### src/hdl/romsys_pkg.sv
/*
 * ROM system package
 * Shared widths, loader memory map and the request structs that
 * travel between the client slots, the loader and the SDRAM controller.
 */
`default_nettype none

package romsys_pkg;

    typedef logic [21:0] sdram_addr_t;
    typedef logic [15:0] sdram_data_t;
    typedef logic [1:0]  bank_t;
    typedef logic [25:0] loader_addr_t;

    // Client address widths, bytes for the CPUs and words for graphics
    localparam int MAIN_AW = 16;
    localparam int SND_AW  = 15;
    localparam int CHAR_AW = 13;
    localparam int SCR_AW  = 14;
    localparam int OBJ_AW  = 14;

    // Loader byte address where each bank begins, bank 0 at zero
    localparam loader_addr_t BA1_START = 26'h001_0000;
    localparam loader_addr_t BA2_START = 26'h001_8000;
    localparam loader_addr_t BA3_START = 26'h002_4000;
    localparam loader_addr_t LOAD_END  = 26'h002_C000;

    // Scroll tiles sit above the characters in bank 2
    localparam sdram_addr_t SCR_OFFSET = 22'h00_2000;

    // Read request from a slot to one bank
    typedef struct packed {
        logic        rd;
        sdram_addr_t addr;
    } bank_req_t;

    // Programming write from the loader
    typedef struct packed {
        logic        we;
        bank_t       ba;
        sdram_addr_t addr;
        sdram_data_t data;
        logic [1:0]  mask;      // active low
    } prog_req_t;

endpackage

`default_nettype wire

### src/hdl/rom_download.sv
/*
 * ROM download
 * Packs loader bytes into 16-bit words, picks the bank by address region
 * and issues one programming write per word, held until acknowledged.
 * Object tiles are stored with their low address bits reordered.
 */
`timescale 1ns/1ps
`default_nettype none

module rom_download import romsys_pkg::*; (
    input  wire logic         clk,
    input  wire logic         reset,
    input  wire logic         ioctl_rom,
    input  wire logic         ioctl_wr,
    input  wire loader_addr_t ioctl_addr,
    input  wire logic [7:0]   ioctl_dout,
    output prog_req_t         prog,
    input  wire logic         prog_ack
);

    bank_t        region;
    loader_addr_t start;
    loader_addr_t offset;
    sdram_addr_t  word_off;
    sdram_addr_t  store_addr;
    logic         byte_wr;

    logic [7:0]   even_byte;
    logic         wr_we;
    bank_t        wr_ba;
    sdram_addr_t  wr_addr;
    sdram_data_t  wr_data;

    assign byte_wr = ioctl_rom && ioctl_wr && (ioctl_addr < LOAD_END);

    // Region decode, highest bank first
    always_comb begin
        if (ioctl_addr >= BA3_START) begin
            region = 2'd3;
            start  = BA3_START;
        end else if (ioctl_addr >= BA2_START) begin
            region = 2'd2;
            start  = BA2_START;
        end else if (ioctl_addr >= BA1_START) begin
            region = 2'd1;
            start  = BA1_START;
        end else begin
            region = 2'd0;
            start  = '0;
        end
    end

    assign offset   = ioctl_addr - start;
    assign word_off = sdram_addr_t'(offset >> 1);

    // Objects interleave: bit 5 moves down next to bit 0
    always_comb begin
        store_addr = word_off;
        if (region == 2'd3) begin
            store_addr[5:0] = {word_off[4:1], word_off[5], word_off[0]};
        end
    end

    always_ff @(posedge clk) begin
        if (reset) begin
            wr_we <= 1'b0;
        end else if (byte_wr && ioctl_addr[0]) begin
            wr_we <= 1'b1;
        end else if (prog_ack) begin
            wr_we <= 1'b0;
        end
    end

    // Even byte waits for its partner, odd byte ends up in the low half
    always_ff @(posedge clk) begin
        if (byte_wr) begin
            if (!ioctl_addr[0]) begin
                even_byte <= ioctl_dout;
            end else begin
                wr_data <= {even_byte, ioctl_dout};
                wr_ba   <= region;
                wr_addr <= store_addr;
            end
        end
    end

    assign prog = '{we: wr_we, ba: wr_ba, addr: wr_addr, data: wr_data, mask: 2'b00};

endmodule

`default_nettype wire

### src/hdl/rom_slot.sv
/*
 * ROM client slot
 * Caches the last word read from its bank and serves the client from it.
 * A miss issues one bank read and waits for ack, then rdy. 8-bit clients
 * get the byte picked by the lowest address bit.
 */
`timescale 1ns/1ps
`default_nettype none

module rom_slot import romsys_pkg::*; #(
    parameter int          DW     = 16,
    parameter int          AW     = 14,
    parameter sdram_addr_t OFFSET = '0
) (
    input  wire logic          clk,
    input  wire logic          reset,
    input  wire logic          cs,
    input  wire logic [AW-1:0] addr,
    output logic      [DW-1:0] data,
    output logic               ok,
    output bank_req_t          req,
    input  wire logic          ack,
    input  wire logic          rdy,
    input  wire sdram_data_t   data_read
);

    localparam int WW = (DW == 8) ? AW - 1 : AW;

    typedef enum logic [1:0] {
        ST_IDLE,
        ST_REQ,
        ST_WAIT
    } state_t;

    state_t        state;
    logic [WW-1:0] word_addr;
    logic [WW-1:0] cached_addr;
    sdram_data_t   cached_data;
    sdram_addr_t   req_addr;
    logic          req_rd;
    logic          valid;
    logic          ok_r;
    logic          match;
    logic          hit;
    logic          fill;
    logic          miss_start;

    // Byte clients drop the lowest bit to get the word address
    assign word_addr  = addr[AW-1:AW-WW];
    assign match      = cached_addr == word_addr;
    assign hit        = valid && match;
    assign fill       = (state == ST_WAIT) && rdy;
    assign miss_start = (state == ST_IDLE) && cs && !hit;

    always_ff @(posedge clk) begin
        if (reset) begin
            state  <= ST_IDLE;
            req_rd <= 1'b0;
            valid  <= 1'b0;
            ok_r   <= 1'b0;
        end else begin
            ok_r <= cs && match && (valid || fill);
            case (state)
                ST_IDLE: if (miss_start) begin
                    state  <= ST_REQ;
                    req_rd <= 1'b1;
                    valid  <= 1'b0;
                end
                ST_REQ: if (ack) begin
                    state  <= ST_WAIT;
                    req_rd <= 1'b0;
                end
                ST_WAIT: if (rdy) begin
                    state <= ST_IDLE;
                    valid <= 1'b1;
                end
                default: state <= ST_IDLE;
            endcase
        end
    end

    always_ff @(posedge clk) begin
        if (miss_start) begin
            cached_addr <= word_addr;
            req_addr    <= OFFSET + sdram_addr_t'(word_addr);
        end
        if (fill) begin
            cached_data <= data_read;
        end
    end

    // Drops at once if the client moves away from the cached word
    assign ok  = ok_r && cs && hit;
    assign req = '{rd: req_rd, addr: req_addr};

    generate
        if (DW == 8) begin : g_byte
            assign data = addr[0] ? cached_data[7:0] : cached_data[15:8];
        end else begin : g_word
            assign data = cached_data;
        end
    endgenerate

endmodule

`default_nettype wire

### src/hdl/rom_slot_pair.sv
/*
 * Two ROM slots on one bank
 * Character and scroll slots share bank 2. One pending request is granted
 * at a time, alternating when both wait, and the grant holds until rdy.
 */
`timescale 1ns/1ps
`default_nettype none

module rom_slot_pair import romsys_pkg::*; #(
    parameter int AW0 = CHAR_AW,
    parameter int AW1 = SCR_AW
) (
    input  wire logic           clk,
    input  wire logic           reset,

    input  wire logic           cs0,
    input  wire logic [AW0-1:0] addr0,
    output sdram_data_t         data0,
    output logic                ok0,

    input  wire logic           cs1,
    input  wire logic [AW1-1:0] addr1,
    output sdram_data_t         data1,
    output logic                ok1,

    output bank_req_t           req,
    input  wire logic           ack,
    input  wire logic           rdy,
    input  wire sdram_data_t    data_read
);

    bank_req_t req0;
    bank_req_t req1;
    logic      ack0;
    logic      ack1;
    logic      rdy0;
    logic      rdy1;
    logic      locked;
    logic      owner;
    logic      sel;

    // owner also remembers who was served last
    assign sel  = locked ? owner : ((req0.rd && req1.rd) ? !owner : req1.rd);
    assign req  = sel ? req1 : req0;
    assign ack0 = ack && !sel;
    assign ack1 = ack && sel;
    assign rdy0 = rdy && !sel;
    assign rdy1 = rdy && sel;

    always_ff @(posedge clk) begin
        if (reset) begin
            locked <= 1'b0;
            owner  <= 1'b0;
        end else if (locked) begin
            if (rdy) begin
                locked <= 1'b0;
            end
        end else if (req0.rd || req1.rd) begin
            locked <= 1'b1;
            owner  <= sel;
        end
    end

    rom_slot #(
        .DW     ( 16   ),
        .AW     ( AW0  ),
        .OFFSET ( '0   )
    ) u_slot0 (
        .clk       ( clk       ),
        .reset     ( reset     ),
        .cs        ( cs0       ),
        .addr      ( addr0     ),
        .data      ( data0     ),
        .ok        ( ok0       ),
        .req       ( req0      ),
        .ack       ( ack0      ),
        .rdy       ( rdy0      ),
        .data_read ( data_read )
    );

    rom_slot #(
        .DW     ( 16         ),
        .AW     ( AW1        ),
        .OFFSET ( SCR_OFFSET )
    ) u_slot1 (
        .clk       ( clk       ),
        .reset     ( reset     ),
        .cs        ( cs1       ),
        .addr      ( addr1     ),
        .data      ( data1     ),
        .ok        ( ok1       ),
        .req       ( req1      ),
        .ack       ( ack1      ),
        .rdy       ( rdy1      ),
        .data_read ( data_read )
    );

endmodule

`default_nettype wire

### src/hdl/game_sdram.sv
/*
 * Game SDRAM client side
 * Loads the ROM image through the programming port, then serves the
 * main CPU, sound CPU, characters, scroll and objects from four banks.
 */
`timescale 1ns/1ps
`default_nettype none

module game_sdram import romsys_pkg::*; (
    input  wire logic               clk,
    input  wire logic               reset,
    input  wire logic               lvbl,

    // Main CPU, bank 0
    input  wire logic               main_cs,
    input  wire logic [MAIN_AW-1:0] main_addr,
    output logic      [7:0]         main_data,
    output logic                    main_ok,

    // Sound CPU, bank 1
    input  wire logic               snd_cs,
    input  wire logic [SND_AW-1:0]  snd_addr,
    output logic      [7:0]         snd_data,
    output logic                    snd_ok,

    // Characters and scroll, bank 2
    input  wire logic [CHAR_AW-1:0] char_addr,
    output sdram_data_t             char_data,
    output logic                    char_ok,
    input  wire logic [SCR_AW-1:0]  scr_addr,
    output sdram_data_t             scr_data,
    output logic                    scr_ok,

    // Objects, bank 3
    input  wire logic               obj_cs,
    input  wire logic [OBJ_AW-1:0]  obj_addr,
    output sdram_data_t             obj_data,
    output logic                    obj_ok,

    // SDRAM controller read side
    output bank_req_t               bank_req [4],
    input  wire logic [3:0]         bank_ack,
    input  wire logic [3:0]         bank_rdy,
    input  wire sdram_data_t        data_read,

    // Loader
    input  wire logic               ioctl_rom,
    input  wire logic               ioctl_wr,
    input  wire loader_addr_t       ioctl_addr,
    input  wire logic [7:0]         ioctl_dout,
    output prog_req_t               prog,
    input  wire logic               prog_ack,
    output logic                    dwnld_busy
);

    logic rom_last;

    // Busy covers the loader window plus any write still in flight
    always_ff @(posedge clk) begin
        if (reset) begin
            rom_last   <= 1'b0;
            dwnld_busy <= 1'b0;
        end else begin
            rom_last   <= ioctl_rom;
            dwnld_busy <= ioctl_rom || rom_last || (prog.we && !prog_ack);
        end
    end

    rom_download u_download (
        .clk        ( clk        ),
        .reset      ( reset      ),
        .ioctl_rom  ( ioctl_rom  ),
        .ioctl_wr   ( ioctl_wr   ),
        .ioctl_addr ( ioctl_addr ),
        .ioctl_dout ( ioctl_dout ),
        .prog       ( prog       ),
        .prog_ack   ( prog_ack   )
    );

    rom_slot #(.DW(8), .AW(MAIN_AW)) u_main (
        .clk       ( clk         ),
        .reset     ( reset       ),
        .cs        ( main_cs     ),
        .addr      ( main_addr   ),
        .data      ( main_data   ),
        .ok        ( main_ok     ),
        .req       ( bank_req[0] ),
        .ack       ( bank_ack[0] ),
        .rdy       ( bank_rdy[0] ),
        .data_read ( data_read   )
    );

    rom_slot #(.DW(8), .AW(SND_AW)) u_snd (
        .clk       ( clk         ),
        .reset     ( reset       ),
        .cs        ( snd_cs      ),
        .addr      ( snd_addr    ),
        .data      ( snd_data    ),
        .ok        ( snd_ok      ),
        .req       ( bank_req[1] ),
        .ack       ( bank_ack[1] ),
        .rdy       ( bank_rdy[1] ),
        .data_read ( data_read   )
    );

    // Graphics fetch only while the blanking signal allows it
    rom_slot_pair #(.AW0(CHAR_AW), .AW1(SCR_AW)) u_gfx (
        .clk       ( clk         ),
        .reset     ( reset       ),
        .cs0       ( lvbl        ),
        .addr0     ( char_addr   ),
        .data0     ( char_data   ),
        .ok0       ( char_ok     ),
        .cs1       ( lvbl        ),
        .addr1     ( scr_addr    ),
        .data1     ( scr_data    ),
        .ok1       ( scr_ok      ),
        .req       ( bank_req[2] ),
        .ack       ( bank_ack[2] ),
        .rdy       ( bank_rdy[2] ),
        .data_read ( data_read   )
    );

    // Object data stays in the interleaved order the loader wrote
    rom_slot #(.DW(16), .AW(OBJ_AW)) u_obj (
        .clk       ( clk         ),
        .reset     ( reset       ),
        .cs        ( obj_cs      ),
        .addr      ( obj_addr    ),
        .data      ( obj_data    ),
        .ok        ( obj_ok      ),
        .req       ( bank_req[3] ),
        .ack       ( bank_ack[3] ),
        .rdy       ( bank_rdy[3] ),
        .data_read ( data_read   )
    );

endmodule

`default_nettype wire

### config.mk
export PLATFORM = sky130hd
export DESIGN_NAME = game_sdram
export DESIGN_NICKNAME = d
export VERILOG_FILES = /design/src/hdl/romsys_pkg.sv /design/src/hdl/rom_download.sv /design/src/hdl/rom_slot.sv /design/src/hdl/rom_slot_pair.sv /design/src/hdl/game_sdram.sv
export SDC_FILE = /design/constraint.sdc
export NUM_CORES = 1
export LEC_CHECK = 0
export BUFFER_PORTS_ARGS = -buffer_cell sky130_fd_sc_hd__buf_2
export CAP_MARGIN = 20
export CORE_UTILIZATION = 53
export DETAILED_ROUTE_END_ITERATION = 10
export PLACE_DENSITY = 0.85
export SETUP_SLACK_MARGIN = 0.4
export SLEW_MARGIN = 20
export SYNTH_ARGS = -nofsm -noshare
export SYNTH_HDL_FRONTEND = slang
export SYNTH_SLANG_ARGS = --single-unit
### constraint.sdc
create_clock -name clk -period 4.6 [get_ports clk]
set_input_delay 0.46 -clock clk [delete_from_list [all_inputs] [get_ports clk]]
set_output_delay 0.46 -clock clk [all_outputs]
set_load 0.01 [all_outputs]
# [Word-level counts from Yosys, hierarchy flattened]
# Index checks and enable logic that the tools add are counted.
[classes] n_shift=0 n_reduce_logical=99 eq_ne=31 bitwise_logic=2 magnitude_cmp=4 mux=67 n_addsub=2 div=0 n_mul=0
[ops] op="$ge A26 B17 Y1 const B" n=2
[ops] op="$logic_and A1 B1 Y1" n=49
[ops] op="$mux W23" n=2
[ops] op="$reduce_and A3 Y1" n=15
[ops] op="$eq A14 B14 Y1" n=3
[ops] op="$mux W17" n=2
[ops] op="$mux W2" n=17
[ops] op="$pmux W2 S3" n=5
[ops] op="$mux W1" n=28
[ops] op="$ge A26 B18 Y1 const B" n=1
[ops] op="$lt A26 B18 Y1 const B" n=1
[ops] op="$sub A23 B23 Y23" n=1
[ops] op="$reduce_bool A2 Y1" n=11
[ops] op="$ne A2 B2 Y1 const B" n=10
[ops] op="$pmux W1 S2" n=10
[ops] op="$mux W8" n=2
[ops] op="$add A14 B14 Y15 const A" n=1
[ops] op="$eq A15 B15 Y1" n=1
[ops] op="$eq A13 B13 Y1" n=1
[ops] op="$eq A2 B2 Y1 const B" n=6
[ops] op="$eq A2 B1 Y1 const B" n=5
[ops] op="$logic_not A2 Y1" n=5
[ops] op="$ne A2 B1 Y1 const B" n=5
[ops] op="$logic_not A1 Y1" n=8
[ops] op="4 further kinds" n=14
[word_totals] romBits=0 mem_bits_rw=0 output_inout_bits=205 inputBits=139 regBits=250 memories=0 latch_bits=0 wordCells=245

# [Depth between registers and ports, before layout]
[logic_depth] depth_word=8 mapped_depth=13 mapped_depth_nobuf=12

# [Cells and area by module]
# From an unflattened synthesis, not the netlist that was laid out.
[hier_totals] hier_cells=695 area_unflattened_um2=10057.1
[by_module_without_submodules] mod="rom_download" seq_area_each_um2=1461.4 area_each_um2=1969.4 cells_per_inst=112 n_inst=1
[by_module_without_submodules] mod="rom_slot (u_main)" seq_area_each_um2=1031.0 area_each_um2=1500.2 cells_per_inst=94 n_inst=1
[by_module_without_submodules] mod="rom_slot (u_snd)" seq_area_each_um2=1001.0 area_each_um2=1473.9 cells_per_inst=98 n_inst=1
[by_module_without_submodules] mod="rom_slot (u_gfx.u_slot1)" seq_area_each_um2=1031.0 area_each_um2=1398.8 cells_per_inst=85 n_inst=1
[by_module_without_submodules] mod="rom_slot (u_obj)" seq_area_each_um2=1001.0 area_each_um2=1380.1 cells_per_inst=89 n_inst=1
[by_module_without_submodules] mod="rom_slot (u_gfx.u_slot0)" seq_area_each_um2=970.9 area_each_um2=1342.5 cells_per_inst=88 n_inst=1
[by_module_without_submodules] mod="rom_slot_pair" seq_area_each_um2=40.0 area_each_um2=930.9 cells_per_inst=123 n_inst=1
[by_module_without_submodules] mod="game_sdram" seq_area_each_um2=40.0 area_each_um2=61.3 cells_per_inst=6 n_inst=1

# [Worst setup path after synthesis]
# OpenSTA, ideal clock, no wires.
[synth_timing] path_type="input to register" startpoint="input port ioctl_addr[18]" endpoint="register u_download.wr_addr[19], data pin" required_time_ns=4.334 path_buffers=1 stages=12 setup_time_ns=0.266 t_arrival_ns=2.401 slack_ns=1.933 cell_sequence="or3_4 > nor2_1 > and2_1 > buf_6 > nand2_4 > clkinv_2 > nand2_1 > fa_1 > a21o_1 > a21o_1 > nor3_1 > xor2_1"
[synth_between] elab_chain_len=5 elab_cells_between_ends=7 classes_between="add/sub (1); order compare (3); mux (3)"
[synth_rtl] item="start: declaration" line="game_sdram.sv:49" rtl="input wire loader_addr_t ioctl_addr,"
[synth_rtl] item="$ge A26 B17 Y1" line="rom_download.sv:44" rtl="end else if (ioctl_addr >= BA1_START) begin"
[synth_rtl] item="$mux W17" line="rom_download.sv:44"
[synth_rtl] item="$mux W17" line="rom_download.sv:41" rtl="end else if (ioctl_addr >= BA2_START) begin"
[synth_rtl] item="$mux W23" line="rom_download.sv:38" rtl="if (ioctl_addr >= BA3_START) begin"
[synth_rtl] item="$sub A23 B23 Y23 *" line="rom_download.sv:53" rtl="assign offset = ioctl_addr - start;"
[synth_rtl] item="via u_download.offset[20]" line="rom_download.sv:23" rtl="loader_addr_t offset;"
[synth_rtl] item="end signal: assignment" line="rom_download.sv:82" rtl="wr_addr <= store_addr;"
[synth_rtl] item="end: declaration" line="rom_download.sv:31" rtl="sdram_addr_t wr_addr;"
# Mark *: on every way through the listed nets, which the timed path passes. The rest lies on a longest branch.
# A chain may end at the register's enable or synchronous reset.

# [Worst setup path in the final report]
[layout_timing] startpoint="register u_snd.cached_addr[12]" endpoint="output port snd_ok"
[layout_between] elab_chain_len=3
[layout_rtl] item="start: declaration" line="rom_slot.sv:37" rtl="logic [WW-1:0] cached_addr;"
[layout_rtl] item="start signal: assignment" line="rom_slot.sv:84" rtl="cached_addr <= word_addr;"
[layout_rtl] item="$eq A14 B14 Y1" line="rom_slot.sv:50" rtl="assign match = cached_addr == word_addr;"
[layout_rtl] item="$logic_and A1 B1 Y1" line="rom_slot.sv:51" rtl="assign hit = valid && match;"
[layout_rtl] item="$logic_and A1 B1 Y1" line="rom_slot.sv:93" rtl="assign ok = ok_r && cs && hit;"
[layout_rtl] item="end: declaration" line="game_sdram.sv:24" rtl="output logic snd_ok,"
# Every way passes these cells.

==> metrics list <==
- The worst register-to-register path begins at u_gfx.u_slot1.req_rd.
* Clock period minus final worst setup slack: 2.76 ns
- Diodes inserted: 0
- The count of pins over their slew limit is 0.
- Cell with the biggest individual delay on the critical path: sky130_fd_sc_hd__nor4_1
- Dividing total power by cell area gives a power density of between 300 and 400 nW/um^2.
- The worst setup path is of the reg2out kind.
- In this run the mean area of a mapped cell was 15.2 um^2.
- In this run the tightest slew margin relative to its limit is 0.306.
- Final period util: 0.600
- The tree is rooted in a sky130_fd_sc_hd__clkbuf_16.
- The share of total power dissipated in sequential elements is 0.526.
* Number of search-and-repair iterations in the first detailed-routing pass: 6
* Final total negative setup slack: 0 ns
- Cells after Synth: 594
- The most critical setup path has its startpoint at u_snd.cached_addr[12].
* Final Routed Wirelength: 18800 um
* Clk_lat worst skew: ~0.49 ns
- Number of I/O port buffers: slightly above 300
- The synthesized design contains 229 register bits.
* Switching fraction of total power: 0.225
* Critical path data arrival time: 2.30 ns
- Cell internal power was estimated by the tool at approximately 3.5 mW.
- The routed layout has 5748 vias.
- For the pin with the worst max-slew slack, the measured transition is 1.04 ns.
* Net switching power: 1.02 mW
* Number of remaining DRC errors: 0
- Critical Path Max Stage Delay: approximately 0.45 ns
* Worst reg2reg path depth: 5
- Cells traversed along the worst timing path: xnor2_1 -> nand4_1 -> nor4_1 -> and2_1 -> and3_1 -> buf_2
- The analysis attributes to cell leakage a power of 4.57 nW.
* Setup Fix Bufs, Post-CTS: 0
- Most common cell in the netlist: sky130_fd_sc_hd__edfxtp_1
- Setup repair after global routing left no endpoint under its margin.
- Max Clk Rate: 0.362 GHz
* Worst-case clock skew: 0.00923 ns
* Total core area: 16600 um^2
- Sort of element at the end of the critical path: output port
- Die area: 17600 um^2
- Yosys synthesis warning count: 0
- The clock passes through at most 3 buffers.
- Hold/Removal Path Class: in2reg
* Proportion of synthesized chip area in sequential cells: 0.727
* Number of library cell types mapped by synthesis: 48
- The number of placed instances, taps included, is roughly 1100.
- After layout, the worst setup slack is approximately 1.8 ns.
- In the final design database the tool counted about 1100 nets.
* Critical Path Source Type: flip-flop
- Number of vias per cell after detailed routing: approximately 5.0
* Largest cells by area after synthesis: sky130_fd_sc_hd__edfxtp_1 66%, sky130_fd_sc_hd__dfxtp_1 6.6%, sky130_fd_sc_hd__xnor2_1 6.4%
* Area growth, synth to finish: 26.1%
* Dominant register cell in the synthesized netlist: sky130_fd_sc_hd__edfxtp_1
- Post-place setup slack: 1.47 ns
- TritonCTS created 23 clock buffers.
- Fraction of power consumed by combinational cells: 0.096
- The run finished with clean final reports.
- Together, buffers and inverters on the worst path number 1.
- Peak fanout along the critical path: 4
- Of all flip-flops after synthesis, the portion carrying an async set or reset was 0.
- Routability-driven placement congestion ratio: around 0.85
* FP Rows: 47
- Max-capacitance violation count: 0
* Number of top-level pins: 344
* CTS tree: yes
- Proportion of layout cells with a drive suffix above 1: 0.410
* Fraction of power consumed by the clock network: 0.378
- # fillers: 1171
* Chip Height: around 130 um
- Instance area after placement: about 11000 um^2
* Count of endpoints failing setup in the final report: 0
- TritonCTS sink count: 229
- Post-cts hold buffer count: 0
* H-tree depth: 1
- The worst-case IR drop observed on VDD is 0.000317 V.
- The count of endpoints failing hold in the final timing report was 0.
- Worst-path clk slew: 0.06 ns
- The finished layout holds 1155 standard cells, fillers aside.
- The commonest cells after synthesis are 199 x sky130_fd_sc_hd__edfxtp_1, 66 x sky130_fd_sc_hd__xnor2_1, 59 x sky130_fd_sc_hd__nand2_1.
* Gr ovfl total: 0
- Post-CTS sizing: 0
- After legalization and detailed placement, the total HPWL measured 13900 um.
- Number of global-route vias before repair: roughly 5600
- Cell class contributing the biggest share of worst-path delay: simple AND/OR/NAND/NOR gates
- Along the worst hold path, the cell count comes to 1.
* Summed instance area of the synthesized netlist: between 9000 and 10000 um^2
- Count of nets left with antenna violations after detail routing: 0
- The share of synthesized area in the top cell type comes to 0.660.
- Global-route wire length before repair: 28800 um
* Number of stages on the worst setup path: 6
* Number of flops mapped to enable cells by yosys: 199
- For this run, the total global-route usage over all layers was measured as 0.209.
- The number of antenna violations at the first check in global routing came to 0.
* Routed len/inst: 16.3 um
- Final design area excluding fillers: roughly 11000 um^2
* Pin count of the biggest net entering global routing: 41
* Initial DRC Count: 248
- For the worst setup path, the data required time is 4.14 ns.
- HP Start: ioctl_addr[11]
* Die Span X: 133 um
- sky130_fd_sc_hd__edfxtp_1 takes more of the synthesized area than any other cell.
* Overall power after layout: between 4 and 5 mW
- The initial utilization of the core area, before any placement, comes to 0.544.
-- flip-flops by register name, indices dropped and copies added, names as in the netlist, 8 cells and up --
| signal | flops |
|---|---|
| u_obj.req_addr | 14 |
| u_obj.data | 16 |
| u_gfx.u_slot1.data | 16 |
| u_gfx.u_slot1.cached_addr | 14 |
| u_download.wr_data | 16 |
| u_main.cached_data | 16 |
| u_gfx.u_slot0.cached_addr | 13 |
| u_main.cached_addr | 15 |
| u_snd.cached_data | 16 |
| u_snd.cached_addr | 14 |
| u_download.wr_addr | 22 |
| u_gfx.u_slot0.data | 16 |
| u_download.even_byte | 8 |
-- final timing paths --
| kind | to | slack (ns) |
|---|---|---|
| max | snd_ok | 1.84 |
| min reg2reg | u_download.wr_data[14] | 0.42 |
| max reg2reg | u_gfx.u_slot1.ok_r | 2.07 |
| min | u_download.wr_addr[10] | 0.15 |
-- stage by stage --
step	hold WS, ns	util
floorplan	0.400	-
finish	0.149	0.686
CTS	0.125	0.686
detailed placement	0.405	0.644
global route	0.123	0.686
global placement	0.401	0.643
-- power groups by stage --
stage,registers [mW],clock network [mW],logic (mW)
finish,2.40,1.72,0.438
global route,2.40,1.84,0.478
CTS,2.40,1.76,0.439
detailed placement,2.44,0,0.435
global placement,2.44,0,0.424
floorplan,2.45,0,0.249
-- placed cells by master (no fill, tap or decap), types with 7 or more instances in the layout --
cell	n
sky130_fd_sc_hd__dfxtp_1	30
sky130_fd_sc_hd__buf_2	311
sky130_fd_sc_hd__and2_1	7
sky130_fd_sc_hd__clkbuf_16	23
sky130_fd_sc_hd__xnor2_1	66
sky130_fd_sc_hd__nor4_1	7
sky130_fd_sc_hd__nand4_1	13
sky130_fd_sc_hd__nand3b_1	8
sky130_fd_sc_hd__conb_1	32
sky130_fd_sc_hd__clkbuf_1	7
sky130_fd_sc_hd__o31ai_1	7
sky130_fd_sc_hd__nand2_1	59
sky130_fd_sc_hd__nor2_1	23
sky130_fd_sc_hd__edfxtp_1	199
sky130_fd_sc_hd__mux2_2	16
sky130_fd_sc_hd__o21ai_0	8
sky130_fd_sc_hd__nor3_1	8
sky130_fd_sc_hd__xor2_1	11
sky130_fd_sc_hd__a21oi_1	12
sky130_fd_sc_hd__inv_1	9
-- per-layer routing --
| layer | wire length, um | share of wire | up-vias | track usage |
|---|---|---|---|---|
| met1 | 7500 | 0.40 | 2703 | 0.257 |
| li1 | - | - | 2752 | - |
| met4 | 404 | 0.021 | 0 | 0.0600 |
| met3 | 1310 | 0.069 | 34 | 0.0402 |
| met5 | 0 | 0 | - | 0 |
| met2 | 9610 | 0.51 | 259 | 0.373 |
-- kinds of logic after synthesis --
| kind of cell | share of synthesized area |
|---|---|
| adder cells (fa/ha/maj) | 0.00774 |
| buffers and inverters | 0.0395 |
| other | 0.000414 |
| flip-flops | 0.727 |
| AO/OA/AOI/OAI | 0.0270 |
| XOR/XNOR | 0.0745 |
| multiplexers | 0.0270 |
| AND/OR/NAND/NOR | 0.0973 |
-- final cells by class --
cell class	instances	area (um^2)	area share
tap	220	275	0.0241
multi-input combinational	340	2250	0.197
inverter	10	38.8	0.00340
clock inverter	11	86.3	0.00756
sequential	229	6580	0.576
timing repair buffer	314	1580	0.138
clock buffer	31	616	0.0539
Power figures use the tool's default switching activity.
